**config.mk**
```make
export PLATFORM = sky130hd
export DESIGN_NAME = sys_registers_flat
export DESIGN_NICKNAME = d
export VERILOG_FILES = /design/src/soc_pkg.sv /design/src/soc_bus_if.sv /design/src/sys_registers.sv /design/src/flat_wrapper.sv
export VERILOG_INCLUDE_DIRS = /design/src
export SDC_FILE = /design/constraint.sdc
export NUM_CORES = 1
export LEC_CHECK = 0
export BUFFER_PORTS_ARGS = -buffer_cell sky130_fd_sc_hd__buf_2
export CAP_MARGIN = 10
export CELL_PAD_IN_SITES_DETAIL_PLACEMENT = 0
export CELL_PAD_IN_SITES_GLOBAL_PLACEMENT = 1
export CORE_UTILIZATION = 25
export CTS_CLUSTER_DIAMETER = 80
export CTS_CLUSTER_SIZE = 25
export DETAILED_ROUTE_END_ITERATION = 8
export GPL_ROUTABILITY_DRIVEN = 0
export HOLD_SLACK_MARGIN = 0.03
export PLACE_DENSITY_LB_ADDON = 0.3
export SLEW_MARGIN = 30
export SYNTH_ARGS = -nofsm -noshare
export SYNTH_HDL_FRONTEND = slang
export SYNTH_SLANG_ARGS = --single-unit
```
**constraint.sdc**
```tcl
create_clock -name clock -period 3.9 [get_ports clock]
set_clock_uncertainty 0.05 [all_clocks]
set_input_delay 0.195 -clock clock [delete_from_list [all_inputs] [get_ports clock]]
set_output_delay 0.195 -clock clock [all_outputs]
set_load 0.005 [all_outputs]
```
**src/soc_params.svh**
```systemverilog
`ifndef SOC_PARAMS_SVH
`define SOC_PARAMS_SVH

// Memory sizes
`define SOC_RAM_WORDS 1024
`define SOC_RAM_BYTES 32'd4096
`define SOC_WBUF_DEPTH 4

// Top-level regions, address bits 31:28
`define SOC_REGION_RAM 4'h2
`define SOC_REGION_IO 4'h5

// Devices behind the I/O bridge, address bits 27:24
`define SOC_DEV_TIMER 4'h5
`define SOC_DEV_SYSREG 4'h9

// Identity and reset values
`define SOC_DEVICE_ID 32'd1
`define SOC_TIMER_CMP_RESET 32'hffff_ffff

`endif

```
**src/soc_pkg.sv**
```systemverilog
package soc_pkg;

	// Bus payload
	typedef logic [31:0] bus_addr_t;
	typedef logic [31:0] bus_data_t;

	// Region or device number
	typedef logic [3:0] region_t;

	// Word indices
	typedef logic [9:0] ram_index_t;
	typedef logic [1:0] reg_index_t;

	typedef logic [9:0] led_t;

	typedef enum logic [1:0] {
		DEC_IDLE,
		DEC_WAIT,
		DEC_RESP
	} dec_state_t;

endpackage

```
**src/soc_bus_if.sv**
```systemverilog
interface soc_bus_if
	import soc_pkg::*;
();
	logic      req;
	logic      we;
	bus_addr_t adr;
	bus_data_t wdat;
	bus_data_t rdat;
	logic      ready;

	// Request side
	modport master (
		output req, we, adr, wdat,
		input  rdat, ready
	);

	// Response side, ready is a one-cycle pulse
	modport slave (
		input  req, we, adr, wdat,
		output rdat, ready
	);

endinterface

```
**src/sys_registers.sv**
```systemverilog
`include "soc_params.svh"

module sys_registers
	import soc_pkg::*;
(
	input  logic     clock,
	input  logic     i_rst_n,
	soc_bus_if.slave bus,
	output led_t     o_leds
);
	reg_index_t idx;
	logic       access;

	assign idx    = bus.adr[3:2];
	assign access = bus.req && !bus.ready;

	always_ff @(posedge clock or negedge i_rst_n) begin
		if (!i_rst_n) begin
			o_leds    <= '0;
			bus.ready <= 1'b0;
		end else begin
			bus.ready <= access;
			// Only the LED word is writable
			if (access && bus.we && idx == 2'd2)
				o_leds <= bus.wdat[9:0];
		end
	end

	always_ff @(posedge clock) begin
		if (access) begin
			case (idx)
				2'd0:    bus.rdat <= `SOC_DEVICE_ID;
				2'd1:    bus.rdat <= `SOC_RAM_BYTES;
				2'd2:    bus.rdat <= {22'd0, o_leds};
				default: bus.rdat <= '0;
			endcase
		end
	end

endmodule

```
**src/flat_wrapper.sv**
```systemverilog
// flat-port wrapper written by rule: the top's interface ports become plain ports
module sys_registers_flat import soc_pkg::*;
  (clock, i_rst_n, o_leds, bus_req, bus_we, bus_adr, bus_wdat, bus_rdat, bus_ready);
  soc_bus_if bus_i ();
  input  logic clock;
  input  logic i_rst_n;
  output led_t o_leds;
  input wire logic [$bits(bus_i.req)-1:0] bus_req;
  input wire logic [$bits(bus_i.we)-1:0] bus_we;
  input wire logic [$bits(bus_i.adr)-1:0] bus_adr;
  input wire logic [$bits(bus_i.wdat)-1:0] bus_wdat;
  output wire logic [$bits(bus_i.rdat)-1:0] bus_rdat;
  output wire logic [$bits(bus_i.ready)-1:0] bus_ready;
  assign bus_i.req = bus_req;
  assign bus_i.we = bus_we;
  assign bus_i.adr = bus_adr;
  assign bus_i.wdat = bus_wdat;
  assign bus_rdat = bus_i.rdat;
  assign bus_ready = bus_i.ready;
  sys_registers u_core (.clock(clock), .i_rst_n(i_rst_n), .bus(bus_i), .o_leds(o_leds));
endmodule
```
==> metrics.yaml <==
status: "finished clean"
crit_path_start_kind: "flip-flop"
diodes: 0
numPortBuffers: 37
async_reset_ff_frac: 0.5000
grt_max_degree: 14
fp.coreArea_um2: 3799
via_per_inst: 3.557
wire_per_inst_um: 10.67
synthFlopType: "edfxtp_1"
path_max_fanout: 13
design_area_um2: 1229
route.detailed.drc: 0
cap_violations: 0
drt_iter0_drc: 14
yosys_warnings: 0
antenna_found_initial: 0
syn_area_um2: 1022
rsz0062_at_grt: "false"
clk_pin_slew_ps: 80
post-synth-top-count-cell: "buf_4"
clock-sinks: 22
drtAntennaViolNets: 0
vias: 562
power_leakage_nw: 0.6024
yosysUniqueCellTypes: 14
synth_area_leaders: "edfxtp_1, dfrtp_1, buf_4, mux2_2, and2_2"
wirelength_um: 1686
dieWidth_um: 65.95
grt_pass1_vias: 567
num_io_pins: 111
grt_overflow: 0
worstMarginPinSlew_ps: 589.7
synth_largest_area_cell: "edfxtp_1"
placed_cells: 153
hp-class: "in -> reg"
start_util: 0.2691
grt_pass1_wl_um: 2573
ys_ff_latch: 22
placed_area_um2: 1174
post-route-min-period_ps: 1718
rows: 22
ys_seq_area_frac: 0.5924
cp-end-kind: "flip-flop"
critPathArrivalTime_ps: 1810
die_h_um: 65.95
synth.avg_cell_area_um2: 14.60
power_density_nw_per_um2: 435.1
insertion_delay_ps: 260
fin_crit_sh: 0.4406
synth_top_area_share: 0.3231
synth_edf_count: 11
grt_usage: 0.08090
fin_tns_setup_ps: 0
slew_viol_final: 0
dieArea_um2: 4349
cts_tree: "built"
cts_root_buf: "clkbuf_8"
finalSetupViolations: 0
stdcell_count: 158
total_power_uw: 534.6
max_freq_mhz: 582.0
drive_above_1_share: 0.5636
critical_path_class: "reg -> reg"
cts.path.max_buffers: 2
syn2layout_area_growth_pct: 20.20
syn_inst: 70
slew_headroom: 0.6069
synthTopCellsByCount: "buf_4, dfrtp_1, edfxtp_1"
hold_viol_final: 0
htree_levels: 1
cts_buffers: 3
drtPass1Iterations: 2
nets: 179
ir_drop_v: 0.0001104
timing.critical_path.required_ps: 3990
==> stage by stage <==
step / utilization / setup WS, ps / hold WS, ps
2_1_floorplan: - / 2376 / -150.6
3_3_place_gp: 0.3090 / 2180 / 36.26
3_5_place_dp: 0.3090 / 2164 / 42.06
4_1_cts: 0.3235 / 2150 / 107.4
5_1_grt: 0.3235 / 2052 / 108.4
6_report: 0.3235 / 2182 / 113.9
==> final cells by class <==
| type | count | area (µm²) |
|---|---|---|
| fill | 404 | 2570 |
| sequential | 22 | 605.6 |
| multi-input combinational | 45 | 319.1 |
| timing repair buffer | 38 | 195.2 |
| tap | 48 | 60.06 |
| clock buffer | 3 | 41.29 |
| clock inverter | 1 | 3.754 |
| inverter | 1 | 3.754 |
==> report_power, final <==
group / leakage (nW) / internal, mW / switching (mW)
Clock: 0.0231 / 0.0701 / 0.0677
Sequential: 0.242 / 0.281 / 0.0180
Combinational: 0.337 / 0.0569 / 0.0406
==> registers in the layout (all words and copies together) (netlist names) <==
signal            cells
u_core.o_leds        10
u_core.bus.rdat      11
u_core.bus.ready      1
==> routing by layer <==
layer  wire (µm)  track usage  vias to the layer above  share of wire
li1            -            -                      271              -
met1         695      0.08906                      250           0.41
met2         780       0.1390                       41           0.46
met3         209      0.02586                        0           0.12
met4           0      0.03989                        0              0
met5           0            0                        -              0
==> cell families (layout without fill, tap and decap cells) <==
family / Yosys count / in the layout / synth area share
AO/OA/AOI/OAI: 1 / 1 / 0.004891
buffers and inverters: 23 / 43 / 0.1689
flip-flops: 22 / 22 / 0.5924
multiplexers: 10 / 10 / 0.1175
other: 1 / 21 / 0.003668
AND/OR/NAND/NOR: 13 / 13 / 0.1126
==> worst paths after layout <==
kind | cells past startpoint | endpoint | slack, ps | startpoint
max | 3 | u_core.o_leds[0] | 2180 | u_core.bus.ready
min | 2 | u_core.o_leds[6] | 110 | bus_wdat[6]
max reg2reg | 3 | u_core.o_leds[0] | 2180 | u_core.bus.ready
min reg2reg | 1 | u_core.o_leds[5] | 470 | u_core.o_leds[5]
max in group asynchronous | 2 | u_core.o_leds[1] | 3300 | i_rst_n
min in group asynchronous | 2 | u_core.o_leds[9] | 280 | i_rst_n
==> critical path, stage by stage (launching register included) <==
cell	delay (ps)
dfrtp_1	370
and2b_1	570
nand3_4	260
mux2_4	350
==> cells in the final DEF, fill, tap and decap left out, drive strengths merged <==
cell / synthesis / routed
a21oi: 1 / 1
and2: 9 / 9
and2b: 2 / 2
buf: 22 / 37
clkbuf: 0 / 3
clkinv: 0 / 1
conb: 1 / 21
dfrtp: 11 / 11
dlygate4sd3: 0 / 1
edfxtp: 11 / 11
inv: 1 / 1
mux2: 10 / 10
nand3: 1 / 1
nor2b: 1 / 1
==> what timing repair did <==
action,CTS,global route
gates resized for setup,0,0
setup buffers,0,0
endpoints found under the hold margin,11,0
hold buffers,1,0
No activity file was read; power rests on OpenSTA's default activity.
