==> src/soc_params.svh <==
`ifndef SOC_PARAMS_SVH
`define SOC_PARAMS_SVH

// Memory sizes
`define SOC_RAM_WORDS 1024
`define SOC_RAM_BYTES 32'd4096
`define SOC_WBUF_DEPTH 4

// Top-level regions, address bits 31:28
`define SOC_REGION_RAM 4'h2
`define SOC_REGION_IO 4'h5

// Devices behind the I/O bridge, address bits 27:24
`define SOC_DEV_TIMER 4'h5
`define SOC_DEV_SYSREG 4'h9

// Identity and reset values
`define SOC_DEVICE_ID 32'd1
`define SOC_TIMER_CMP_RESET 32'hffff_ffff

`endif

==> src/soc_pkg.sv <==
package soc_pkg;

	// Bus payload
	typedef logic [31:0] bus_addr_t;
	typedef logic [31:0] bus_data_t;

	// Region or device number
	typedef logic [3:0] region_t;

	// Word indices
	typedef logic [9:0] ram_index_t;
	typedef logic [1:0] reg_index_t;

	typedef logic [9:0] led_t;

	typedef enum logic [1:0] {
		DEC_IDLE,
		DEC_WAIT,
		DEC_RESP
	} dec_state_t;

endpackage

==> src/soc_bus_if.sv <==
interface soc_bus_if
	import soc_pkg::*;
();
	logic      req;
	logic      we;
	bus_addr_t adr;
	bus_data_t wdat;
	bus_data_t rdat;
	logic      ready;

	// Request side
	modport master (
		output req, we, adr, wdat,
		input  rdat, ready
	);

	// Response side, ready is a one-cycle pulse
	modport slave (
		input  req, we, adr, wdat,
		output rdat, ready
	);

endinterface

==> src/sys_timer.sv <==
`include "soc_params.svh"

module sys_timer
	import soc_pkg::*;
(
	input  logic     clock,
	input  logic     i_rst_n,
	soc_bus_if.slave bus,
	output logic     o_timer_irq
);
	bus_data_t  count;
	bus_data_t  cmp;
	reg_index_t idx;
	logic       access;

	assign idx    = bus.adr[3:2];
	assign access = bus.req && !bus.ready;

	always_ff @(posedge clock or negedge i_rst_n) begin
		if (!i_rst_n) begin
			count       <= '0;
			cmp         <= `SOC_TIMER_CMP_RESET;
			o_timer_irq <= 1'b0;
			bus.ready   <= 1'b0;
		end else begin
			bus.ready <= access;
			// Level interrupt, follows the compare
			o_timer_irq <= (count >= cmp);
			if (access && bus.we && idx == 2'd0)
				count <= bus.wdat;
			else
				count <= count + 1'b1;
			if (access && bus.we && idx == 2'd1)
				cmp <= bus.wdat;
		end
	end

	always_ff @(posedge clock) begin
		if (access) begin
			case (idx)
				2'd0:    bus.rdat <= count;
				2'd1:    bus.rdat <= cmp;
				default: bus.rdat <= '0;
			endcase
		end
	end

endmodule

==> src/flat_wrapper.sv <==
// flat-port wrapper written by rule: the top's interface ports become plain ports
module sys_timer_flat import soc_pkg::*;
  (clock, i_rst_n, o_timer_irq, bus_req, bus_we, bus_adr, bus_wdat, bus_rdat, bus_ready);
  soc_bus_if bus_i ();
  input  logic clock;
  input  logic i_rst_n;
  output logic o_timer_irq;
  input wire logic [$bits(bus_i.req)-1:0] bus_req;
  input wire logic [$bits(bus_i.we)-1:0] bus_we;
  input wire logic [$bits(bus_i.adr)-1:0] bus_adr;
  input wire logic [$bits(bus_i.wdat)-1:0] bus_wdat;
  output wire logic [$bits(bus_i.rdat)-1:0] bus_rdat;
  output wire logic [$bits(bus_i.ready)-1:0] bus_ready;
  assign bus_i.req = bus_req;
  assign bus_i.we = bus_we;
  assign bus_i.adr = bus_adr;
  assign bus_i.wdat = bus_wdat;
  assign bus_rdat = bus_i.rdat;
  assign bus_ready = bus_i.ready;
  sys_timer u_core (.clock(clock), .i_rst_n(i_rst_n), .bus(bus_i), .o_timer_irq(o_timer_irq));
endmodule
==> config.mk <==
export PLATFORM = sky130hd
export DESIGN_NAME = sys_timer_flat
export DESIGN_NICKNAME = d
export VERILOG_FILES = /design/src/soc_pkg.sv /design/src/soc_bus_if.sv /design/src/sys_timer.sv /design/src/flat_wrapper.sv
export VERILOG_INCLUDE_DIRS = /design/src
export SDC_FILE = /design/constraint.sdc
export NUM_CORES = 1
export LEC_CHECK = 0
export BUFFER_PORTS_ARGS = -buffer_cell sky130_fd_sc_hd__buf_2
export CORE_MARGIN = 2
export CORE_UTILIZATION = 60
export DETAILED_ROUTE_END_ITERATION = 10
export PLACE_DENSITY = 0.86
export SYNTH_ARGS = -nofsm -noshare
export SYNTH_HDL_FRONTEND = slang
export SYNTH_SLANG_ARGS = --single-unit
==> constraint.sdc <==
create_clock -name clock -period 6.4 [get_ports clock]
set_clock_uncertainty 0.05 [all_clocks]
set_input_delay 0.96 -clock clock [delete_from_list [all_inputs] [get_ports clock]]
set_output_delay 0.96 -clock clock [all_outputs]
set_load 0.02 [all_outputs]
==> impl_results.md <==
* WL per Instance at 16.68 µm
* Setup crit start kind: input port
* Setup ws final at approximately 3.4 ns
* Hold path start: u_core.count[0]$_DFF_PN0_
* Post-cts sizing count at 0
* Post-synth EDFFs at 32
* Syn Inst Count at 484
* Leakage at approximately 2.6 nW
* Largest family of logic cells by synthesized area: simple AND/OR/NAND/NOR gates
* Core Rows at 34
* CTS tree: built
* Area growth syn-to-layout at 11.97%
* Max Fclk at between 300 and 400 MHz
* Hold Path Sink: u_core.count[0]$_DFF_PN0_
* Fill cells at 646
* Endpoints failing hold at 0
* Setup TNS at 0 ns
* Total CTS buffers at 9
* Via count at 3,764
* Status: complete, no violations
* Pin count of the biggest net entering global routing at 67
* I/O pin count at 102
* Post-CTS Hold Buffers at 0
* Critical path type: input port to flop
* Fin crit share at between 40% and 50%
* Sequential Area at 2653 µm²
* Die X at between 90 and 100 µm
* Hold depth at 1
* Vias per cell at 5.729
* Yosys reg bits at 98
* Synth area leader: edfxtp_1
* Clock buffer depth at 2
* R2r worst-path depth at 5
* Pre-Repair DR Iteration Count at 5
* N_diodes at 0
* Critical-path maximum fanout at 63
* Post-Synth Simple-Gate Area at between 10 and 15%
* Ys flop type: dfrtp_1
* Synth top area share at 18.10%
* Power Internal at about 1.3 mW
* Syn_area_per_cell at 10.97 µm²
* Rel. slew slack at 24.50%
* Switching Share at 33.53%
* Fin area at about 6000 µm²
* Most frequent cells in the layout: 71 x buf_2, 41 x inv_1, 40 x nand2_1, 38 x nor2_1, 34 x dfrtp_1
* Worst-margin pin slew at 1.133 ns
* R2R setup slack at 3.66 ns
* Hpwl dp at 7.075 mm
* Area contributors post-synth: edfxtp_1 18%, dfrtp_1 16%, dfstp_2 16%
* Synth Area in Adders at under 10%
* Reg-to-Reg End: u_core.count[1]$_DFF_PN0_
* Commonest non-fill, non-tap cell in the layout: buf_2
* Setup Buffers After CTS at 0
* Core box area at 8636 µm²
* Fin Hold WS at 0.5082 ns
* Total Routed Length at approximately 11 mm
* Initial antenna violation count at 0
* Post-Place Cells at 641
* FF-to-FF Start: u_core.bus.ready$_DFF_PN0_
* Latest clock arrival within the worst-skew pair at 0.37 ns
* RSZ-0062 raised after global routing: false
* Total gr overflow at 0
* Mux cell area share after synthesis at 13.03%
* Die area at 9619 µm²
* Clk root buf: clkbuf_8
* DRT iter0 DRCs at approximately 170
* Register area share after synthesis at 49.95%
* Part of the power in combinational logic at 29.0%
* Dpl ws at 3.006 ns
* Initial Utilization at 61.49%
* XOR/XNOR share of the synthesized area at 4.783%
* Syn Nets at 585
* Routability Congestion at 0.8959
* Residual DRC count at 0
* Clock slew at reported path FFs at roughly 0.090 ns
* CTS H-tree depth at 3
* Final #Nets at ~650
* Vias in the first global route at between 3,000 and 4,000
* Net load switching power at slightly below 700 µW
* Post-route ant nets at 0
* Post-Place Cell Area at 5727 µm²
* Pwr Total at 2.024 mW
* Clk pwr share at a little over a fifth
* Share of cells above drive strength 1 at 29.51%
* Final Core Density at 68.85%
* Worst hold-check path type: flop to flop
* Tmin final at 3.016 ns
* Area of the multi-input gates at 2415 µm²
* Buffers on Ports at 71
* Netlist Area Pre-Place at 5310 µm²
* Synth cell types at 38
* Max_cap viols at 0
* Peak VDD IR at 174.8 µV
* Max Slew Vio Count at 0
* Sequential share of power at 49.0%
* Post-synthesis async set-or-reset flop share at 67.35%
* CP required at 6.61 ns
* Sinks on the clock net at 98
* Final setup vio count at 0
* Post-route non-filler standard cell count at 657
* Synth Area in Compound Gates at 6.056%
* Worst setup EP type: flop
* Synth warn at 0
* Worst path arrival time at roughly 3.2 ns
* Die Y at 98.08 µm
* Power Dens Cells at between 300 and 400 nW/µm²
* Overall Global Routing Usage at between 20% and 30%
* Global-route wire length before repair at 17.66 mm
power by group through the flow:
stage | sequential [mW] | clock [mW] | combinational, mW
after floorplan | 0.988 | 0 | 0.409
after global placement | 0.983 | 0 | 0.543
after detailed placement | 0.997 | 0 | 0.578
after CTS | 0.986 | 0.445 | 0.591
after global routing | 1.01 | 0.468 | 0.666
final | 0.992 | 0.444 | 0.587
cell usage after synthesis (all sizes together) (8+ instances only):
cell and number:
inv 41, nand2 41, nor2 38, dfrtp 34, o21ai 34, ha 33, mux2 33, dfstp 32
edfxtp 32, mux2i 32, xnor2 25, clkbuf 16, nand3 15, a21oi 11, nor4 11, buf 8
nand4 8, nor3 8
worst max-delay path, stage by stage:
cell	delay, ns
buf_2	0.08
nor2b_4	0.78
and3b_1	0.32
nor2b_4	0.15
buf_4	0.51
mux2_2	0.40
layout make-up:
type                            instances  share of cell area [%]
Inverter                               41                   2.588
Tap cell                              108                   2.273
Sequential cell                        98                   44.61
Clock buffer                           11                   2.378
Timing Repair Buffer                   73                   6.229
Multi-Input combinational cell        321                   40.61
Clock inverter                          5                   1.305
state kept, by name (all words and copies together), names as in the netlist:
signal / cells
u_core.cmp: 32
u_core.bus.rdat: 32
u_core.o_timer_irq: 1
u_core.count: 32
u_core.bus.ready: 1
kinds of logic after synthesis:
kind of cell	after synthesis
adder cells (fa/ha/maj)	33
AND/OR/NAND/NOR	137
flip-flops	98
XOR/XNOR	29
AO/OA/AOI/OAI	57
multiplexers	65
buffers and inverters	65
metal layers:
layer | up-vias | GRT usage, % | routed length (µm)
met5 | - | 0 | 0
met4 | 0 | 7.692 | 111
met3 | 12 | 3.006 | 629
met2 | 116 | 38.99 | 5539
met1 | 1830 | 31.08 | 4678
li1 | 1806 | - | -
worst max-delay path by stage:
stage	startpoint	to	cells after the start
finish	bus_req	u_core.count[1]$_DFF_PN0_	6
detailed placement	bus_req	u_core.count[1]$_DFF_PN0_	6
global route	bus_req	u_core.count[1]$_DFF_PN0_	6
CTS	bus_req	u_core.count[1]$_DFF_PN0_	6
floorplan	bus_req	u_core.count[22]$_DFF_PN0_	6
global placement	bus_req	u_core.count[1]$_DFF_PN0_	6
No activity file was read; power rests on OpenSTA's default activity.
