**config.mk**
```make
export PLATFORM = sky130hd
export DESIGN_NAME = bus_decoder_flat
export DESIGN_NICKNAME = d
export VERILOG_FILES = /design/src/soc_pkg.sv /design/src/soc_bus_if.sv /design/src/bus_decoder.sv /design/src/flat_wrapper.sv
export VERILOG_INCLUDE_DIRS = /design/src
export SDC_FILE = /design/constraint.sdc
export NUM_CORES = 1
export LEC_CHECK = 0
export BUFFER_PORTS_ARGS = -buffer_cell sky130_fd_sc_hd__buf_2
export CELL_PAD_IN_SITES_DETAIL_PLACEMENT = 1
export CELL_PAD_IN_SITES_GLOBAL_PLACEMENT = 1
export CORE_ASPECT_RATIO = 1.4
export CORE_MARGIN = 1
export CORE_UTILIZATION = 30
export DETAILED_ROUTE_END_ITERATION = 10
export PLACE_DENSITY = 0.8
export SYNTH_ARGS = -nofsm -noshare
export SYNTH_HDL_FRONTEND = slang
export SYNTH_SLANG_ARGS = --single-unit
```
**constraint.sdc**
```tcl
create_clock -name clock -period 3.04 [get_ports clock]
set_input_delay 0.304 -clock clock [delete_from_list [all_inputs] [get_ports clock]]
set_output_delay 0.304 -clock clock [all_outputs]
set_load 0.02 [all_outputs]
```
**src/soc_params.svh**
```systemverilog
`ifndef SOC_PARAMS_SVH
`define SOC_PARAMS_SVH

// Memory sizes
`define SOC_RAM_WORDS 1024
`define SOC_RAM_BYTES 32'd4096
`define SOC_WBUF_DEPTH 4

// Top-level regions, address bits 31:28
`define SOC_REGION_RAM 4'h2
`define SOC_REGION_IO 4'h5

// Devices behind the I/O bridge, address bits 27:24
`define SOC_DEV_TIMER 4'h5
`define SOC_DEV_SYSREG 4'h9

// Identity and reset values
`define SOC_DEVICE_ID 32'd1
`define SOC_TIMER_CMP_RESET 32'hffff_ffff

`endif

```
**src/soc_pkg.sv**
```systemverilog
package soc_pkg;

	// Bus payload
	typedef logic [31:0] bus_addr_t;
	typedef logic [31:0] bus_data_t;

	// Region or device number
	typedef logic [3:0] region_t;

	// Word indices
	typedef logic [9:0] ram_index_t;
	typedef logic [1:0] reg_index_t;

	typedef logic [9:0] led_t;

	typedef enum logic [1:0] {
		DEC_IDLE,
		DEC_WAIT,
		DEC_RESP
	} dec_state_t;

endpackage

```
**src/soc_bus_if.sv**
```systemverilog
interface soc_bus_if
	import soc_pkg::*;
();
	logic      req;
	logic      we;
	bus_addr_t adr;
	bus_data_t wdat;
	bus_data_t rdat;
	logic      ready;

	// Request side
	modport master (
		output req, we, adr, wdat,
		input  rdat, ready
	);

	// Response side, ready is a one-cycle pulse
	modport slave (
		input  req, we, adr, wdat,
		output rdat, ready
	);

endinterface

```
**src/bus_decoder.sv**
```systemverilog
`include "soc_params.svh"

module bus_decoder
	import soc_pkg::*;
(
	input  logic      clock,
	input  logic      i_rst_n,
	input  logic      i_wb_cyc,
	input  logic      i_wb_stb,
	input  logic      i_wb_we,
	input  bus_addr_t i_wb_adr,
	input  bus_data_t i_wb_dat,
	output bus_data_t o_wb_dat,
	output logic      o_wb_ack,
	output logic      o_wb_err,
	soc_bus_if.master ram,
	soc_bus_if.master near
);
	dec_state_t state;
	bus_addr_t  req_adr;
	bus_data_t  req_wdat;
	logic       req_we;
	region_t    req_region;
	logic       sel_ram;
	logic       sel_io;

	assign req_region = req_adr[31:28];
	assign sel_ram    = (req_region == `SOC_REGION_RAM);
	assign sel_io     = (req_region == `SOC_REGION_IO);

	// Same payload on both buses, only the selected one sees req
	assign ram.req   = (state == DEC_WAIT) && sel_ram;
	assign ram.we    = req_we;
	assign ram.adr   = req_adr;
	assign ram.wdat  = req_wdat;
	assign near.req  = (state == DEC_WAIT) && sel_io;
	assign near.we   = req_we;
	assign near.adr  = req_adr;
	assign near.wdat = req_wdat;

	always_ff @(posedge clock or negedge i_rst_n) begin
		if (!i_rst_n) begin
			state    <= DEC_IDLE;
			o_wb_ack <= 1'b0;
			o_wb_err <= 1'b0;
		end else begin
			case (state)
				DEC_IDLE: begin
					if (i_wb_cyc && i_wb_stb)
						state <= DEC_WAIT;
				end
				DEC_WAIT: begin
					// Unmapped region never reaches a slave
					if (!sel_ram && !sel_io) begin
						o_wb_err <= 1'b1;
						state    <= DEC_RESP;
					end else if ((sel_ram && ram.ready) || (sel_io && near.ready)) begin
						o_wb_ack <= 1'b1;
						state    <= DEC_RESP;
					end
				end
				DEC_RESP: begin
					o_wb_ack <= 1'b0;
					o_wb_err <= 1'b0;
					state    <= DEC_IDLE;
				end
				default: state <= DEC_IDLE;
			endcase
		end
	end

	always_ff @(posedge clock) begin
		if (state == DEC_IDLE) begin
			req_adr  <= i_wb_adr;
			req_wdat <= i_wb_dat;
			req_we   <= i_wb_we;
		end
		// Last value before leaving DEC_WAIT is the response data
		if (state == DEC_WAIT)
			o_wb_dat <= sel_ram ? ram.rdat : (sel_io ? near.rdat : '0);
	end

endmodule

```
**src/flat_wrapper.sv**
```systemverilog
// flat-port wrapper written by rule: the top's interface ports become plain ports
module bus_decoder_flat import soc_pkg::*;
  (clock, i_rst_n, i_wb_cyc, i_wb_stb, i_wb_we, i_wb_adr, i_wb_dat, o_wb_dat, o_wb_ack, o_wb_err, ram_req, ram_we, ram_adr, ram_wdat, ram_rdat, ram_ready, near_req, near_we, near_adr, near_wdat, near_rdat, near_ready);
  soc_bus_if ram_i ();
  soc_bus_if near_i ();
  input  logic clock;
  input  logic i_rst_n;
  input  logic i_wb_cyc;
  input  logic i_wb_stb;
  input  logic i_wb_we;
  input  bus_addr_t i_wb_adr;
  input  bus_data_t i_wb_dat;
  output bus_data_t o_wb_dat;
  output logic o_wb_ack;
  output logic o_wb_err;
  output wire logic [$bits(ram_i.req)-1:0] ram_req;
  output wire logic [$bits(ram_i.we)-1:0] ram_we;
  output wire logic [$bits(ram_i.adr)-1:0] ram_adr;
  output wire logic [$bits(ram_i.wdat)-1:0] ram_wdat;
  input wire logic [$bits(ram_i.rdat)-1:0] ram_rdat;
  input wire logic [$bits(ram_i.ready)-1:0] ram_ready;
  output wire logic [$bits(near_i.req)-1:0] near_req;
  output wire logic [$bits(near_i.we)-1:0] near_we;
  output wire logic [$bits(near_i.adr)-1:0] near_adr;
  output wire logic [$bits(near_i.wdat)-1:0] near_wdat;
  input wire logic [$bits(near_i.rdat)-1:0] near_rdat;
  input wire logic [$bits(near_i.ready)-1:0] near_ready;
  assign ram_req = ram_i.req;
  assign ram_we = ram_i.we;
  assign ram_adr = ram_i.adr;
  assign ram_wdat = ram_i.wdat;
  assign ram_i.rdat = ram_rdat;
  assign ram_i.ready = ram_ready;
  assign near_req = near_i.req;
  assign near_we = near_i.we;
  assign near_adr = near_i.adr;
  assign near_wdat = near_i.wdat;
  assign near_i.rdat = near_rdat;
  assign near_i.ready = near_ready;
  bus_decoder u_core (.clock(clock), .i_rst_n(i_rst_n), .i_wb_cyc(i_wb_cyc), .i_wb_stb(i_wb_stb), .i_wb_we(i_wb_we), .i_wb_adr(i_wb_adr), .i_wb_dat(i_wb_dat), .o_wb_dat(o_wb_dat), .o_wb_ack(o_wb_ack), .o_wb_err(o_wb_err), .ram(ram_i), .near(near_i));
endmodule
```
==> impl_metrics.ini <==
[cts]
clockBufferDepth = 2
h-tree-depth = 3
clk_pin_slew_ns = 0.07
worstSkewPairLatency_ns = 0.34
clock-sinks = 101
postCtsSetupBuffers = 0
cts-root-buf = clkbuf_16
cts_tree = done
cts_buffers = 9

[run_status]
status = finished, final reports clean

[sta]
relSlewSlack_pct = 50.2
clock_skew_ns = 0.0102
hold_violations = 0
worst_pin_slew_ns = 0.748
finalCritPeriodShare_pct = 78.1
whs_ns = 0.135
max_freq_mhz = 421
slew_violations = 0
setup-violations-final = 0
layout_min_cycle_time_ns = 2.38
tns_ns = 0
rsz0062_at_grt = no

[finish]
fin_nets = 621
instances_no_fill = 673
drive_above_1_share_pct = 70.2
fill_cells = 1508
mostFrequentLayoutCell = buf_2
final_cell_mix = 300 x buf_2, 97 x edfxtp_1, 19 x a22o_2
area_growth_pct = 38.4
final_util_pct = 42.5

[floorplan]
die_h_microns = 140
design.die.area_sq_um = 14200
coreArea_sq_um = 13400
rows = 50
io_pins = 301
start_util_pct = 30.7
die_width_microns = 101

[logic_synthesis]
ys_warn_count = 0
ys_seq_elements = 101
synth_nets = 378
netlist_area_sq_um = 4110
synth_top_area_share_pct = 70.9
ys_seq_area_share_pct = 73.3
async_flop_share_pct = 3.96
synth_edf_count = 97
synth.distinct_cells = 28
ys.flop_type = edfxtp_1
yosysTopAreaCell = edfxtp_1
synth_area_leaders = edfxtp_1 71%, buf_4 12%, a22o_2 4.6%
syn_avg_cell_area_sq_um = 17.1
syn_inst = 240

[worst_setup_path]
cp_max_fo = 34
critical_path.endpoint_type = output pin
required_ns = 2.74
cp-start-kind = flip-flop
ff2ff_setup_slack_ns = 0.97
cpPeakStageDelay_ns = 0.84
crit_slowest_cell = and4bb_2
crit_chain = and4bb_2 -> and2_1 -> buf_2
crit_family = simple AND/OR/NAND/NOR gates
cp_num_buf_inv = 1
critPathArrivalTime_ns = 2.07
path_class = flip-flop to output pin

[route]
first_pass_iters = 4
route.vias.total = 2975
wirelength_microns = 12400
vias_per_cell = 4.42
drc = 0
wl_per_cell_microns = 18.4
final_antenna_net_count = 0
drtIter0Drc = 73

[power]
powerDensity_nw_per_um2 = 1120
vdd_drop_max_v = 0.000389
leakage_uw = 0.00259

[global_route]
grtUsageTotal_pct = 17.0
antenna_found_initial = 7
grt_pass1_vias = 3179
grt_max_degree = 51
grt_pass1_wl_microns = 17700
overflow = 0

[worst_hold_path]
hold_path_class = primary input to flip-flop

[placement]
port_buffers = 300
dp_hpwl_microns = 10000
place_inst = 653
routabilityCongestion = 0.810

[flow_run]
timing.max_cap.violations = 0
[state kept, by name, summed over array words and instances (netlist names)]
signal,cells
u_core.near.adr,32
u_core.o_wb_err,1
u_core.o_wb_dat,32
u_core.state,2
u_core.near.we,1
u_core.o_wb_ack,1
u_core.near.wdat,32
[cell usage after synthesis, types with 2 or more instances]
cell	instances
buf_6	3
dfrtp_1	4
edfxtp_1	97
buf_2	3
a22o_1	13
nand2_1	5
and2_1	2
buf_4	66
ha_1	3
nand4_1	2
a22o_2	19
a21oi_1	4
inv_1	4
[through the flow]
step,power (uW),cell area [sq um],setup slack [ns]
global placement,5070,5340,1.03
CTS,6480,5680,0.615
finish,6400,5690,0.665
detailed placement,5170,5340,0.953
floorplan,4510,4110,0.397
global route,6690,5690,0.529
[kinds of logic after synthesis]
| family | Yosys count | synth area share [%] |
|---|---|---|
| buffers and inverters | 76 | 13.6 |
| flip-flops | 101 | 73.3 |
| AND/OR/NAND/NOR | 19 | 3.35 |
| AO/OA/AOI/OAI | 40 | 8.58 |
| multiplexers | 1 | 0.244 |
| adder cells (fa/ha/maj) | 3 | 0.913 |
[power breakdown]
| group | internal (uW) | switching [uW] |
|---|---|---|
| clock | 800 | 491 |
| combinational | 788 | 1830 |
| sequential | 2230 | 261 |
| total | 3820 | 2580 |
[area by class of cell]
cell class / instances / area (sq um) / share of cell area [%]
flip-flops and latches: 101 / 3010 / 52.9
diodes: 4 / 10.0 / 0.176
multi-input cells: 63 / 543 / 9.54
clock inverters: 6 / 110 / 1.93
well taps: 182 / 228 / 4.00
repair buffers: 304 / 1550 / 27.2
inverters: 4 / 15.0 / 0.264
clock buffers: 9 / 225 / 3.96
[per-layer routing]
layer  track usage [%]  vias up  share of wire [%]
met2              30.8      174                 53
met3              7.73       36                 11
met1              16.3     1425                 33
met5                 0        -               0.33
li1                  -     1334                  -
met4              7.40        6                3.1
[timing repair]
action / 4_1_cts / 5_1_grt
endpoints found under the hold margin: 4 / 0
hold buffers: 1 / 0
gates resized for setup: 0 / 0
[path summary, 6_finish.rpt]
path	start	endpoint	cells past startpoint
max in group asynchronous	i_rst_n	u_core.o_wb_err$_DFFE_PN0P_	2
worst max register to register	u_core.near.adr[28]$_DFFE_PP_	u_core.o_wb_err$_DFFE_PN0P_	5
worst min-delay path	i_wb_adr[0]	u_core.near.adr[0]$_DFFE_PP_	1
min in group asynchronous	i_rst_n	u_core.o_wb_ack$_DFFE_PN0P_	2
worst max-delay path	u_core.near.adr[29]$_DFFE_PP_	near_req	3
worst min register to register	u_core.state[1]$_DFFE_PN0P_	u_core.state[1]$_DFFE_PN0P_	2
Note: power is estimated with default switching activity, not from simulation.
