## src/soc_params.svh

```systemverilog
`ifndef SOC_PARAMS_SVH
`define SOC_PARAMS_SVH

// Memory sizes
`define SOC_RAM_WORDS 1024
`define SOC_RAM_BYTES 32'd4096
`define SOC_WBUF_DEPTH 4

// Top-level regions, address bits 31:28
`define SOC_REGION_RAM 4'h2
`define SOC_REGION_IO 4'h5

// Devices behind the I/O bridge, address bits 27:24
`define SOC_DEV_TIMER 4'h5
`define SOC_DEV_SYSREG 4'h9

// Identity and reset values
`define SOC_DEVICE_ID 32'd1
`define SOC_TIMER_CMP_RESET 32'hffff_ffff

`endif

```

## src/soc_pkg.sv

```systemverilog
package soc_pkg;

	// Bus payload
	typedef logic [31:0] bus_addr_t;
	typedef logic [31:0] bus_data_t;

	// Region or device number
	typedef logic [3:0] region_t;

	// Word indices
	typedef logic [9:0] ram_index_t;
	typedef logic [1:0] reg_index_t;

	typedef logic [9:0] led_t;

	typedef enum logic [1:0] {
		DEC_IDLE,
		DEC_WAIT,
		DEC_RESP
	} dec_state_t;

endpackage

```

## src/soc_bus_if.sv

```systemverilog
interface soc_bus_if
	import soc_pkg::*;
();
	logic      req;
	logic      we;
	bus_addr_t adr;
	bus_data_t wdat;
	bus_data_t rdat;
	logic      ready;

	// Request side
	modport master (
		output req, we, adr, wdat,
		input  rdat, ready
	);

	// Response side, ready is a one-cycle pulse
	modport slave (
		input  req, we, adr, wdat,
		output rdat, ready
	);

endinterface

```

## src/ram_write_buffer.sv

```systemverilog
`include "soc_params.svh"

module ram_write_buffer
	import soc_pkg::*;
(
	input  logic      clock,
	input  logic      i_rst_n,
	soc_bus_if.slave  up,
	soc_bus_if.master mem
);
	localparam int PTR_W = $clog2(`SOC_WBUF_DEPTH);
	localparam logic [PTR_W:0] FULL_COUNT = `SOC_WBUF_DEPTH;

	bus_addr_t        fifo_adr [`SOC_WBUF_DEPTH];
	bus_data_t        fifo_dat [`SOC_WBUF_DEPTH];
	logic [PTR_W-1:0] head;
	logic [PTR_W-1:0] tail;
	logic [PTR_W:0]   count;
	logic             push;
	logic             pop;
	logic             mem_done;
	logic             issue_wr;
	logic             issue_rd;

	// Upstream write accepted while a slot is free
	assign push     = up.req && up.we && !up.ready && (count != FULL_COUNT);
	assign mem_done = mem.req && mem.ready;
	assign pop      = mem_done && mem.we;
	assign issue_wr = !mem.req && (count != '0);
	// Reads only after every queued write has landed
	assign issue_rd = up.req && !up.we && !up.ready && !mem.req && (count == '0);

	always_ff @(posedge clock or negedge i_rst_n) begin
		if (!i_rst_n) begin
			head     <= '0;
			tail     <= '0;
			count    <= '0;
			up.ready <= 1'b0;
			mem.req  <= 1'b0;
		end else begin
			up.ready <= push || (mem_done && !mem.we);
			if (push)
				tail <= tail + 1'b1;
			if (pop)
				head <= head + 1'b1;
			case ({push, pop})
				2'b10:   count <= count + 1'b1;
				2'b01:   count <= count - 1'b1;
				default: count <= count;
			endcase
			if (mem_done)
				mem.req <= 1'b0;
			else if (issue_wr || issue_rd)
				mem.req <= 1'b1;
		end
	end

	// ============================================================
	// Storage and downstream payload
	always_ff @(posedge clock) begin
		if (push) begin
			fifo_adr[tail] <= up.adr;
			fifo_dat[tail] <= up.wdat;
		end
		// Held stable while mem.req is high
		if (!mem.req) begin
			mem.we   <= issue_wr;
			mem.adr  <= issue_wr ? fifo_adr[head] : up.adr;
			mem.wdat <= fifo_dat[head];
		end
		if (mem_done)
			up.rdat <= mem.rdat;
	end

endmodule

```

## src/flat_wrapper.sv

```systemverilog
// flat-port wrapper written by rule: the top's interface ports become plain ports
module ram_write_buffer_flat import soc_pkg::*;
  (clock, i_rst_n, up_req, up_we, up_adr, up_wdat, up_rdat, up_ready, mem_req, mem_we, mem_adr, mem_wdat, mem_rdat, mem_ready);
  soc_bus_if up_i ();
  soc_bus_if mem_i ();
  input  logic clock;
  input  logic i_rst_n;
  input wire logic [$bits(up_i.req)-1:0] up_req;
  input wire logic [$bits(up_i.we)-1:0] up_we;
  input wire logic [$bits(up_i.adr)-1:0] up_adr;
  input wire logic [$bits(up_i.wdat)-1:0] up_wdat;
  output wire logic [$bits(up_i.rdat)-1:0] up_rdat;
  output wire logic [$bits(up_i.ready)-1:0] up_ready;
  output wire logic [$bits(mem_i.req)-1:0] mem_req;
  output wire logic [$bits(mem_i.we)-1:0] mem_we;
  output wire logic [$bits(mem_i.adr)-1:0] mem_adr;
  output wire logic [$bits(mem_i.wdat)-1:0] mem_wdat;
  input wire logic [$bits(mem_i.rdat)-1:0] mem_rdat;
  input wire logic [$bits(mem_i.ready)-1:0] mem_ready;
  assign up_i.req = up_req;
  assign up_i.we = up_we;
  assign up_i.adr = up_adr;
  assign up_i.wdat = up_wdat;
  assign up_rdat = up_i.rdat;
  assign up_ready = up_i.ready;
  assign mem_req = mem_i.req;
  assign mem_we = mem_i.we;
  assign mem_adr = mem_i.adr;
  assign mem_wdat = mem_i.wdat;
  assign mem_i.rdat = mem_rdat;
  assign mem_i.ready = mem_ready;
  ram_write_buffer u_core (.clock(clock), .i_rst_n(i_rst_n), .up(up_i), .mem(mem_i));
endmodule
```

## config.mk

```make
export PLATFORM = sky130hd
export DESIGN_NAME = ram_write_buffer_flat
export DESIGN_NICKNAME = d
export VERILOG_FILES = /design/src/soc_pkg.sv /design/src/soc_bus_if.sv /design/src/ram_write_buffer.sv /design/src/flat_wrapper.sv
export VERILOG_INCLUDE_DIRS = /design/src
export SDC_FILE = /design/constraint.sdc
export NUM_CORES = 1
export LEC_CHECK = 0
export ABC_AREA = 1
export BUFFER_PORTS_ARGS = -buffer_cell sky130_fd_sc_hd__buf_2
export CAP_MARGIN = 10
export CORE_AREA = 2 2 160 162
export CTS_CLUSTER_DIAMETER = 40
export CTS_CLUSTER_SIZE = 25
export DETAILED_ROUTE_END_ITERATION = 12
export DIE_AREA = 0 0 162 164
export PLACE_DENSITY = 0.78
export SETUP_SLACK_MARGIN = 0.1
export SKIP_LAST_GASP = 1
export SLEW_MARGIN = 10
export SYNTH_ARGS = -nofsm -noshare
export SYNTH_HDL_FRONTEND = slang
export SYNTH_SLANG_ARGS = --single-unit
export TNS_END_PERCENT = 20
```

## constraint.sdc

```tcl
create_clock -name clock -period 5.6 [get_ports clock]
set_input_delay 0.28 -clock clock [delete_from_list [all_inputs] [get_ports clock]]
set_output_delay 0.28 -clock clock [all_outputs]
set_load 0.02 [all_outputs]
```

==> impl_metrics.ini <==
[synthesis]
async_reset_ff_share_pct = 2.49
synth_edf_count = 353
synth_top_area_share_pct = 76.2
synth_ff_type = edfxtp_1
syn_inst = 1075
syn_avg_cell_area_um2 = 12.9
yosysTopAreaCell = edfxtp_1
yosysUniqueCellTypes = 19
yosys_register_bits = 362
syn-cell-area_mm2 = 0.0139
synth_seq_area_share_pct = 77.9
yosys-top-cells-area = edfxtp_1, nand2_1, inv_1
syn-num-nets = 1182
ys_warn_count = 0

[timing]
rsz0062_at_grt = false
setup_viol = 0
finClkSkew_ps = 23.5
slew_headroom_pct = 25.7
tns_ps = 0
worst_slew_pin_slew_ps = 1110
max_freq_ghz = 0.335
final-hold-violation-count = 0
period_minus_slack_ps = 2980
fin_crit_sh_pct = 53.3
drv_slew = 0

[setup_path]
start_kind = flop
worstPathRequired_ps = 5760
crit_arrival_ps = 3150
cp-end-kind = flop
cp_max_fo = 36
crit_type = flop to flop

[global_route]
antenna_found_initial = 1
grt_max_degree = 91
grt_usage_pct = 21.7
grt_pass1_vias = 8710
gr-total-overflow = 0
grt_pass1_wl_um = 44500

[floorplan]
core_area_mm2 = 0.0248
fp.dieH_um = 164
ios = 200
dieArea_mm2 = 0.0266
die_w_um = 162
std_cell_rows = 58
start_util_pct = 56.0

[detailed_routing]
met2_wirelength_um = 14400
wl_per_cell_um = 16.7
vias = 8731
drt_iter0_markers = 775
ant_nets = 0
routed.top_layer = met4
drc_errors = 0
vias_per_cell = 5.11
dr_wl_met3_um = 1900
wirelength_um = 28600
routedLengthMet1_um = 11600
dr.pass1.iters = 5

[pwr]
p_leak_nw = 7.09
ir_drop_uv = 495
powerDensity_mw_per_mm2 = 482

[layout]
drive_above_1_share_pct = 20.8
final_cell_area_mm2 = 0.0173
nets = 1458
area_delta_synth_final_pct = 24.4

[job]
cap_violations = 0

[cts]
cts_tree = built
clockBufferDepth = 3
cts_made_buffers = 37
clk_latency_ps = 530
htree_num_levels = 2
cts_root_buf = clkbuf_16
cts.sinks = 362
post_cts_buffers = 0
clkTransAtPathRegs_ps = 70

[place]
placed_area_mm2 = 0.0152
port_buffers = 199
gp_congestion = 0.767
place_hpwl_um = 15800

[worst_hold_path]
hp-class = primary input to flop

[outcome]
status = finished clean
## cells by family (layout without fill, tap and decap cells)
| logic type | count (synthesis) | after routing | share of synthesized area, % |
|---|---|---|---|
| AO/OA/AOI/OAI | 99 | 99 | 3.85 |
| XOR/XNOR | 4 | 4 | 0.252 |
| adder cells (fa/ha/maj) | 6 | 6 | 0.594 |
| buffers and inverters | 196 | 500 | 5.75 |
| flip-flops | 362 | 362 | 77.9 |
| other | 0 | 1 | 0 |
| AND/OR/NAND/NOR | 408 | 408 | 11.7 |
## through the flow
step | power (W) | cells | util [%] | setup WS (ps) | hold WS (ps)
finish | 0.00834 | 1710 | 69.7 | 2620 | 11.1
detailed placement | 0.00574 | 1565 | 61.1 | 2450 | 145
global placement | 0.00568 | 1565 | 61.1 | 2570 | 142
CTS | 0.00837 | 1706 | 69.4 | 2440 | 0.639
floorplan | 0.00513 | 1075 | - | 1510 | -15.6
global route | 0.00876 | 1710 | 69.7 | 2410 | 6.87
## cell usage in the layout (no fill, tap or decap), types with 3 or more instances in the layout
cell type / Yosys / routed
nor2_1: 71 / 67
buf_2: 30 / 199
bufinv_16: 0 / 5
inv_2: 3 / 3
clkbuf_16: 0 / 39
edfxtp_1: 353 / 353
clkinv_2: 0 / 6
xor2_1: 3 / 3
dlygate4sd3_1: 0 / 74
ha_1: 5 / 5
nor2_4: 0 / 4
dfrtp_1: 9 / 7
clkinvlp_4: 0 / 5
inv_6: 0 / 5
nand3_1: 68 / 68
nand2_1: 266 / 266
inv_1: 145 / 143
buf_4: 7 / 9
o21ai_0: 66 / 66
o22ai_1: 32 / 32
## worst max-delay path, stage by stage, from the launching register on
cell,delay [ps]
dfrtp_1,370
nor2_1,230
nand3_1,460
nor2_4,1010
buf_4,540
## registers in the layout, summed over array words and instances, names as in the netlist
name	flops
u_core.mem.we	1
u_core.tail	2
u_core.mem.adr	32
u_core.up.rdat	32
u_core.mem.req	1
u_core.mem.wdat	32
u_core.count	3
u_core.fifo_adr	128
u_core.head	2
u_core.fifo_dat	128
u_core.up.ready	1
## repair_timing
item / CTS / global route
gates resized for setup: 0 / 0
hold endpoints to repair: 198 / 0
hold buffers: 74 / 0
## path summary, 6_finish.rpt
kind                                                  start                                to  slack [ps]  depth (start not counted)
worst min-delay path                             up_adr[15]  u_core.fifo_adr[3][15]$_DFFE_PP_          10                          1
min in group asynchronous                           i_rst_n       u_core.count[2]$_DFFE_PN0P_         160                          2
max in group asynchronous                           i_rst_n        u_core.head[0]$_DFFE_PN0P_        5230                          2
worst max-delay path              u_core.up.ready$_DFF_PN0_  u_core.fifo_adr[1][30]$_DFFE_PP_        2620                          4
worst min register to register  u_core.count[0]$_DFFE_PN0P_       u_core.count[0]$_DFFE_PN0P_         500                          1
worst max register to register    u_core.up.ready$_DFF_PN0_  u_core.fifo_adr[1][30]$_DFFE_PP_        2620                          4
## per-layer routing
| layer | global-route usage (%) | up-vias |
|---|---|---|
| met3 | 3.56 | 61 |
| met5 | 0 | - |
| met2 | 38.0 | 326 |
| met4 | 8.00 | 0 |
| met1 | 27.4 | 4154 |
| li1 | - | 4190 |
## cell type report
class	count	area, µm²
clock buffer	40	980
fill	1675	7520
timing repair buffer	285	1870
antenna	1	2.50
inverter	148	559
clock inverter	27	335
tap	330	413
sequential	362	10800
multi-input combinational	517	2310
## synth_stat cells (2+ instances only)
| cell type | number |
|---|---|
| edfxtp_1 | 353 |
| nand2_1 | 266 |
| inv_1 | 145 |
| nor2_1 | 71 |
| nand3_1 | 68 |
| o21ai_0 | 66 |
| o22ai_1 | 32 |
| buf_2 | 30 |
| clkbuf_1 | 11 |
| dfrtp_1 | 9 |
| buf_4 | 7 |
| ha_1 | 5 |
| inv_2 | 3 |
| xor2_1 | 3 |
| nand4_1 | 2 |
## power by group
part / internal (W) / switching (W)
Clock: 0.00154 / 0.00105
Sequential: 0.00347 / 0.000141
Combinational: 0.000626 / 0.00151
Total: 0.00564 / 0.00271
No activity file was read; power rests on OpenSTA's default activity.
