**config.mk**
```make
export PLATFORM = sky130hd
export DESIGN_NAME = io_bridge_flat
export DESIGN_NICKNAME = d
export VERILOG_FILES = /design/src/soc_pkg.sv /design/src/soc_bus_if.sv /design/src/io_bridge.sv /design/src/flat_wrapper.sv
export VERILOG_INCLUDE_DIRS = /design/src
export SDC_FILE = /design/constraint.sdc
export NUM_CORES = 1
export LEC_CHECK = 0
export ABC_AREA = 1
export BUFFER_PORTS_ARGS = -buffer_cell sky130_fd_sc_hd__clkbuf_2
export CORE_AREA = 4 4 112 114
export DETAILED_ROUTE_END_ITERATION = 10
export DIE_AREA = 0 0 116 118
export GPL_ROUTABILITY_DRIVEN = 0
export PLACE_DENSITY_LB_ADDON = 0.2
export SYNTH_ARGS = -nofsm -noshare
export SYNTH_HDL_FRONTEND = slang
export SYNTH_SLANG_ARGS = --single-unit
```
**constraint.sdc**
```tcl
create_clock -name clock -period 4.4 [get_ports clock]
set_input_delay 0.66 -clock clock [delete_from_list [all_inputs] [get_ports clock]]
set_output_delay 0.66 -clock clock [all_outputs]
set_load 0.02 [all_outputs]
```
**src/soc_params.svh**
```systemverilog
`ifndef SOC_PARAMS_SVH
`define SOC_PARAMS_SVH

// Memory sizes
`define SOC_RAM_WORDS 1024
`define SOC_RAM_BYTES 32'd4096
`define SOC_WBUF_DEPTH 4

// Top-level regions, address bits 31:28
`define SOC_REGION_RAM 4'h2
`define SOC_REGION_IO 4'h5

// Devices behind the I/O bridge, address bits 27:24
`define SOC_DEV_TIMER 4'h5
`define SOC_DEV_SYSREG 4'h9

// Identity and reset values
`define SOC_DEVICE_ID 32'd1
`define SOC_TIMER_CMP_RESET 32'hffff_ffff

`endif

```
**src/soc_pkg.sv**
```systemverilog
package soc_pkg;

	// Bus payload
	typedef logic [31:0] bus_addr_t;
	typedef logic [31:0] bus_data_t;

	// Region or device number
	typedef logic [3:0] region_t;

	// Word indices
	typedef logic [9:0] ram_index_t;
	typedef logic [1:0] reg_index_t;

	typedef logic [9:0] led_t;

	typedef enum logic [1:0] {
		DEC_IDLE,
		DEC_WAIT,
		DEC_RESP
	} dec_state_t;

endpackage

```
**src/soc_bus_if.sv**
```systemverilog
interface soc_bus_if
	import soc_pkg::*;
();
	logic      req;
	logic      we;
	bus_addr_t adr;
	bus_data_t wdat;
	bus_data_t rdat;
	logic      ready;

	// Request side
	modport master (
		output req, we, adr, wdat,
		input  rdat, ready
	);

	// Response side, ready is a one-cycle pulse
	modport slave (
		input  req, we, adr, wdat,
		output rdat, ready
	);

endinterface

```
**src/io_bridge.sv**
```systemverilog
`include "soc_params.svh"

module io_bridge
	import soc_pkg::*;
(
	input  logic      clock,
	input  logic      i_rst_n,
	soc_bus_if.slave  near,
	soc_bus_if.master timer,
	soc_bus_if.master sysreg
);
	logic      far_active;
	bus_addr_t far_adr;
	bus_data_t far_wdat;
	logic      far_we;
	region_t   far_dev;
	logic      far_ready;
	bus_data_t far_rdat;

	assign far_dev = far_adr[27:24];

	assign timer.req    = far_active && (far_dev == `SOC_DEV_TIMER);
	assign timer.we     = far_we;
	assign timer.adr    = far_adr;
	assign timer.wdat   = far_wdat;
	assign sysreg.req   = far_active && (far_dev == `SOC_DEV_SYSREG);
	assign sysreg.we    = far_we;
	assign sysreg.adr   = far_adr;
	assign sysreg.wdat  = far_wdat;

	// Response merge, undecoded devices answer at once with zero
	always_comb begin
		case (far_dev)
			`SOC_DEV_TIMER: begin
				far_ready = timer.ready;
				far_rdat  = timer.rdat;
			end
			`SOC_DEV_SYSREG: begin
				far_ready = sysreg.ready;
				far_rdat  = sysreg.rdat;
			end
			default: begin
				far_ready = far_active;
				far_rdat  = '0;
			end
		endcase
	end

	always_ff @(posedge clock or negedge i_rst_n) begin
		if (!i_rst_n) begin
			far_active <= 1'b0;
			near.ready <= 1'b0;
		end else if (near.ready) begin
			near.ready <= 1'b0;
		end else if (far_active) begin
			if (far_ready) begin
				far_active <= 1'b0;
				near.ready <= 1'b1;
			end
		end else if (near.req) begin
			far_active <= 1'b1;
		end
	end

	always_ff @(posedge clock) begin
		// Capture near request while idle
		if (!far_active && !near.ready) begin
			far_adr  <= near.adr;
			far_we   <= near.we;
			far_wdat <= near.wdat;
		end
		if (far_active && far_ready)
			near.rdat <= far_rdat;
	end

endmodule

```
**src/flat_wrapper.sv**
```systemverilog
// flat-port wrapper written by rule: the top's interface ports become plain ports
module io_bridge_flat import soc_pkg::*;
  (clock, i_rst_n, near_req, near_we, near_adr, near_wdat, near_rdat, near_ready, timer_req, timer_we, timer_adr, timer_wdat, timer_rdat, timer_ready, sysreg_req, sysreg_we, sysreg_adr, sysreg_wdat, sysreg_rdat, sysreg_ready);
  soc_bus_if near_i ();
  soc_bus_if timer_i ();
  soc_bus_if sysreg_i ();
  input  logic clock;
  input  logic i_rst_n;
  input wire logic [$bits(near_i.req)-1:0] near_req;
  input wire logic [$bits(near_i.we)-1:0] near_we;
  input wire logic [$bits(near_i.adr)-1:0] near_adr;
  input wire logic [$bits(near_i.wdat)-1:0] near_wdat;
  output wire logic [$bits(near_i.rdat)-1:0] near_rdat;
  output wire logic [$bits(near_i.ready)-1:0] near_ready;
  output wire logic [$bits(timer_i.req)-1:0] timer_req;
  output wire logic [$bits(timer_i.we)-1:0] timer_we;
  output wire logic [$bits(timer_i.adr)-1:0] timer_adr;
  output wire logic [$bits(timer_i.wdat)-1:0] timer_wdat;
  input wire logic [$bits(timer_i.rdat)-1:0] timer_rdat;
  input wire logic [$bits(timer_i.ready)-1:0] timer_ready;
  output wire logic [$bits(sysreg_i.req)-1:0] sysreg_req;
  output wire logic [$bits(sysreg_i.we)-1:0] sysreg_we;
  output wire logic [$bits(sysreg_i.adr)-1:0] sysreg_adr;
  output wire logic [$bits(sysreg_i.wdat)-1:0] sysreg_wdat;
  input wire logic [$bits(sysreg_i.rdat)-1:0] sysreg_rdat;
  input wire logic [$bits(sysreg_i.ready)-1:0] sysreg_ready;
  assign near_i.req = near_req;
  assign near_i.we = near_we;
  assign near_i.adr = near_adr;
  assign near_i.wdat = near_wdat;
  assign near_rdat = near_i.rdat;
  assign near_ready = near_i.ready;
  assign timer_req = timer_i.req;
  assign timer_we = timer_i.we;
  assign timer_adr = timer_i.adr;
  assign timer_wdat = timer_i.wdat;
  assign timer_i.rdat = timer_rdat;
  assign timer_i.ready = timer_ready;
  assign sysreg_req = sysreg_i.req;
  assign sysreg_we = sysreg_i.we;
  assign sysreg_adr = sysreg_i.adr;
  assign sysreg_wdat = sysreg_i.wdat;
  assign sysreg_i.rdat = sysreg_rdat;
  assign sysreg_i.ready = sysreg_ready;
  io_bridge u_core (.clock(clock), .i_rst_n(i_rst_n), .near(near_i), .timer(timer_i), .sysreg(sysreg_i));
endmodule
```
==> run_results.csv, run 1 <==
group,metric,value,unit
critical_path,critPathLaunchType,"flop",
timing,finalSetupViolCount,0,
clocking,cts.sinks,99,
global_route,antenna_found_initial,0,
min_path,hp-class,"input pin to asynchronous set/reset pin",
critical_path,worstPathMaxFanout,35,
cells_and_area,fillers,1071,
timing,worst_slew_pin_slew,0.765,ns
detailed_routing,drt-initial-drc-count,142,
floorplanning,fp.dieH,118,microns
placement,postPlaceCellArea,0.00529,sq mm
placement,dpl.cell_count,668,
pwr,peakVddDrop,349,uV
detailed_routing,drc,0,
critical_path,timing.rr.end,"u_core.near.rdat[13]",
floorplanning,die_area,0.0137,sq mm
detailed_routing,via_count,2974,
cells_and_area,final_area,0.00558,sq mm
floorplanning,dieWidth,116,microns
floorplanning,coreArea,0.0114,sq mm
yosys,syn_avg_cell_area,14.0,sq um
yosys,synthTopCellsByArea,"edfxtp_1, buf_4, nand2_2",
global_route,grtUsageTotal,0.153,
timing,fin_crit_sh,0.603,
global_route,gr-total-overflow,0,
cells_and_area,stdcell_count,684,
global_route,grt_pass1_vias,2909,
run_status,status,"complete, no violations",
cells_and_area,diodes,0,
timing,slew_violations,0,
timing,maxSlewHeadroom,0.489,
yosys,yosysSeqAreaShare,0.712,
detailed_routing,routedWlPerCell,16.3,microns
critical_path,r2r-start,"u_core.sysreg.adr[25]",
clocking,cts_tree,"yes",
timing,clock_skew,0.00620,ns
cells_and_area,multi_input_area,592,sq um
critical_path,worstSetupPathType,"flop to output pin",
clocking,cts_inserted_buffers,9,
floorplanning,rows,39,
timing,max_freq,377,MHz
yosys,yosys_warnings,0,
yosys,synth_cell_types,17,
pwr,power,4.12,mW
cells_and_area,regArea,0.00296,sq mm
timing,hold_viol,0,
cells_and_area,final_util,0.489,
yosys,synth_nets,432,
detailed_routing,dr.pass1.iters,4,
yosys,synth_area,0.00416,sq mm
job,drv_cap,0,
critical_path,r2r_slack,2.30,ns
clocking,clock-root-buffer,"clkbuf_16",
cells_and_area,fin_nets,670,
clocking,clockBufferDepth,2,
yosys,synth_top_area_frac,0.700,
pwr,leakagePower,2.75,nW
pwr,pwr_density_cell,738,mW/mm^2
placement,port-buffer-count,298,
floorplanning,initial_utilization,0.364,
floorplanning,ios,299,
critical_path,cp_data_required_time,3.74,ns
clocking,cts.reportedPaths.clkPinSlew,0.06,ns
detailed_routing,drt-total-wl,11200,microns
global_route,grt_pass1_wl,15800,microns
placement,place_ws,2.07,ns
yosys,synth_top_area_cell,"edfxtp_1",
clocking,cts_resized,0,
yosys,syn_inst,298,
clocking,clk_latency,0.33,ns
cells_and_area,final_common_cell,"clkbuf_2",
timing,final.setup.tns,0,ns
detailed_routing,postRouteAntennaNets,0,
clocking,htree_levels,3,
cells_and_area,drive_above_1_share,0.651,
global_route,grt_start_max_net_pins,44,
timing,holdWs,0.105,ns
cells_and_area,final_cell_mix,"clkbuf_2, edfxtp_1, nand2_1",
critical_path,end_kind,"output pin",
detailed_routing,via_per_inst,4.35,
cells_and_area,syn2layout_area_growth,34.1,%
timing,rsz0062_at_grt,"no",
yosys,ys_ff_latch,99,
critical_path,arrival,1.99,ns
placement,hpwl,9190,microns
timing,finalWorstSetupSlack,1.75,ns
clocking,cts_hold_buf,0,
clocking,cts_setup_buffers,0,
critical_path,reg2reg_depth,5,
timing,period_minus_slack,2.65,ns
[flip-flops by register name, summed over array words and instances, names as in the netlist]
| signal | cells |
|---|---|
| u_core.sysreg.wdat | 32 |
| u_core.sysreg.we | 1 |
| u_core.near.rdat | 32 |
| u_core.far_active | 1 |
| u_core.sysreg.adr | 32 |
| u_core.near.ready | 1 |
[area by class of cell]
type,count,area share
Clock buffer,10,0.0410
Clock inverter,6,0.0117
Inverter,9,0.00695
Multi-Input combinational cell,116,0.106
Sequential cell,99,0.531
Tap cell,143,0.0321
Timing Repair Buffer,301,0.271
[logic make-up (layout without fill, tap and decap cells)]
group,count (synthesis),in the layout,synth area share
buffers and inverters,83,326,0.148
AO/OA/AOI/OAI,1,1,0.00120
AND/OR/NAND/NOR,115,115,0.139
flip-flops,99,99,0.712
[layer usage]
layer,vias up,GRT usage,part of all wire
met5,-,0,0
met4,0,0.0558,0.016
met3,13,0.0632,0.13
met2,174,0.274,0.52
met1,1354,0.157,0.34
li1,1433,-,-
[where the power goes]
part / internal [mW] / switching [mW] / total (mW)
logic: 0.433 / 1.23 / 1.66
registers: 1.52 / 0.169 / 1.69
clock network: 0.442 / 0.328 / 0.770
[worst max-delay path, cell delays in order, from the launching register on]
cell and delay [ns]:
edfxtp_1 0.46, nor2_4 0.64, nand3_4 0.19, nor2_1 0.18, clkbuf_2 0.19
[how the worst max path moves through the flow]
| stage | from | end | slack [ns] | depth (start not counted) |
|---|---|---|---|---|
| 6_report | u_core.sysreg.adr[25] | timer_req | 1.75 | 4 |
| 3_5_place_dp | u_core.sysreg.adr[25] | timer_req | 2.07 | 4 |
| 4_1_cts | u_core.sysreg.adr[25] | timer_req | 1.71 | 4 |
| 5_1_grt | u_core.sysreg.adr[25] | timer_req | 1.60 | 4 |
| 3_3_place_gp | u_core.sysreg.adr[25] | timer_req | 2.17 | 4 |
| 2_1_floorplan | u_core.near.ready | u_core.sysreg.adr[0] | 0.71 | 1 |
[synth_stat cells]
library cell and count:
nand2_2 30, inv_2 1, buf_2 6, nand3b_1 1, buf_12 3, nand3_4 1
nor2_2 1, edfxtp_1 97, o21ai_1 1, nor2_1 5, dfrtp_1 2, inv_6 1
nand2_1 42, buf_4 65, inv_1 7, nand3_1 34, nor2_4 1
Power figures use the tool's default switching activity.
==> inputs of run 2 (changes only) <==
clock period = 2.6 ns   (was 4.4 ns; I/O delays follow)
==> run 2 against run 1 <==
  * Power increased by 66%
  * Largest cell class unchanged
  * Largest power group unchanged
  * Via count grew 1.9%
  * Combinational power increased by 70%
  * Clock skew shrank 0.0026 ns
  * Final cell count is 0.15% lower
  * Sequential power is 70% higher
  * Sequential cell count did not move
  * Die area unchanged
  * Routed wire length up 1.9%
  * Utilization is 0.15 points lower
  * Cell area fell by 0.31%
==> run_results.csv, run 2 (same netlist as run 1, synthesis figures left out) <==
group,metric,value,unit
critical_path,arrival,1.60,ns
detailed_routing,postRouteAntennaNets,0,
timing,clock_skew,0.00363,ns
clocking,cts_setup_buffers,0,
critical_path,r2r_slack,0.72,ns
min_path,hp-class,"input pin to flop",
clocking,cts_inserted_buffers,9,
clocking,cts_hold_buf,1,
critical_path,end_kind,"output pin",
pwr,peakVddDrop,761,uV
clocking,cts_tree,"yes",
pwr,internal_power,3.96,mW
detailed_routing,via_per_inst,4.44,
floorplanning,dieWidth,116,microns
clocking,clockBufferDepth,2,
pwr,power_switching,2.88,mW
pwr,p_seq_frac,0.419,
detailed_routing,via_count,3030,
cells_and_area,stdcell_count,683,
floorplanning,fp.dieH,118,microns
timing,final.setup.tns,0,ns
timing,holdWs,0.224,ns
critical_path,reg2reg_depth,5,
placement,hpwl,9240,microns
placement,dpl.cell_count,668,
cells_and_area,diodes,0,
cells_and_area,fillers,1082,
timing,maxSlewHeadroom,0.413,
global_route,grt_pass1_wl,16600,microns
floorplanning,ios,299,
cells_and_area,final_cell_mix,"clkbuf_2, edfxtp_1, nand2_1",
global_route,grtUsageTotal,0.162,
clocking,htree_levels,3,
min_path,holdPathStages,1,
min_path,whs_endpoint,"u_core.sysreg.wdat[19]",
timing,slew_violations,0,
cells_and_area,regArea,0.00296,sq mm
timing,fin_crit_sh,0.764,
critical_path,worstPathMaxFanout,14,
critical_path,worstSetupPathType,"flop to output pin",
pwr,leakagePower,2.74,nW
timing,period_minus_slack,1.99,ns
global_route,antenna_found_initial,0,
clocking,clk_latency,0.34,ns
floorplanning,rows,39,
cells_and_area,fin_nets,671,
placement,port-buffer-count,298,
cells_and_area,multi_input_area,597,sq um
job,drv_cap,0,
cells_and_area,drive_above_1_share,0.646,
timing,finalSetupViolCount,0,
timing,hold_viol,0,
clocking,cts.reportedPaths.clkPinSlew,0.06,ns
critical_path,max_stage_delay,0.44,ns
global_route,grt_pass1_vias,3048,
detailed_routing,drt-total-wl,11400,microns
detailed_routing,dr.pass1.iters,4,
timing,max_freq,504,MHz
critical_path,cp_cell_sequence,"nor2_4 > nand3_4 > nor2_1 > clkbuf_2",
run_status,status,"complete, no violations",
timing,worst_slew_pin_slew,0.878,ns
clocking,cts_resized,0,
timing,rsz0062_at_grt,"no",
critical_path,critPathLaunchType,"flop",
critical_path,timing.rr.end,"u_core.near.rdat[9]",
critical_path,slowest_stage,"edfxtp_1",
global_route,grt_start_max_net_pins,66,
detailed_routing,routedWlPerCell,16.7,microns
pwr,power_frac_clock,0.168,
detailed_routing,drt-initial-drc-count,157,
critical_path,r2r-start,"u_core.sysreg.adr[27]",
global_route,gr-total-overflow,0,
pwr,swShare,0.422,
floorplanning,die_area,0.0137,sq mm
floorplanning,coreArea,0.0114,sq mm
min_path,min_from,"near_wdat[19]",
cells_and_area,syn2layout_area_growth,33.7,%
clocking,clock-root-buffer,"clkbuf_16",
cells_and_area,final_common_cell,"clkbuf_2",
pwr,pwr_density_cell,1230,mW/mm^2
critical_path,cp_data_required_time,2.21,ns
detailed_routing,drc,0,
pwr,comb_power_share,0.413,
floorplanning,initial_utilization,0.364,
clocking,cts.sinks,99,
==> run 2: changes by cell type in the layout (fill, tap and decap cells not counted) <==
cell	delta
clkinv_4	-2
buf_12	+1
buf_4	-1
bufinv_16	-1
clkinv_1	+1
clkinvlp_4	+1
dlygate4sd3_1	+1
inv_6	-1
nor2_2	-1
nor2_4	+1
==> run 2: area by class of cell <==
cell class | count | share of cell area
flip-flops and latches | 99 | 0.533
repair buffers | 302 | 0.276
multi-input cells | 116 | 0.107
clock buffers | 10 | 0.0412
well taps | 143 | 0.0322
inverters | 9 | 0.00697
clock inverters | 4 | 0.00360
==> run 2: critical path: cells and delay by family, from the launching register on <==
family	cells	cell delay, ns
simple gates	3	0.63
flops	1	0.44
buf+inv	1	0.18
==> run 2: worst max-delay path by stage <==
stage                               start              endpoint  slack, ns  cells past startpoint
finish              u_core.sysreg.adr[25]             timer_req       0.61                      4
global route        u_core.sysreg.adr[25]             timer_req       0.48                      4
CTS                 u_core.sysreg.adr[25]             timer_req       0.58                      4
detailed placement  u_core.sysreg.adr[24]  u_core.near.rdat[30]       0.68                      5
global placement    u_core.sysreg.adr[24]  u_core.near.rdat[30]       0.71                      5
floorplan               u_core.near.ready  u_core.sysreg.adr[0]      0.002                      1
==> run 2: per-layer routing <==
metal | vias up | part of all wire | GRT usage
li1 | 1432 | - | -
met1 | 1398 | 0.35 | 0.182
met2 | 185 | 0.51 | 0.280
met3 | 15 | 0.11 | 0.0483
met4 | 0 | 0.021 | 0.0711
met5 | - | 0 | 0
==> run 2: stage by stage <==
stage	area, sq um	util	setup slack, ns	total power, mW
6_report	5560	0.487	0.614	6.84
5_1_grt	5560	0.487	0.478	7.22
3_3_place_gp	5300	0.464	0.712	5.77
3_5_place_dp	5300	0.464	0.680	5.79
2_1_floorplan	4170	-	0.00150	5.01
4_1_cts	5560	0.487	0.579	6.97
==> run 2: power groups by stage <==
stage                     Combinational [mW]  Clock, mW  Sequential [mW]
after global routing                    3.03       1.26             2.93
after CTS                               2.89       1.20             2.88
after global placement                  2.90          0             2.87
after floorplan                         1.42          0             3.59
final                                   2.83       1.15             2.87
after detailed placement                2.89          0             2.90
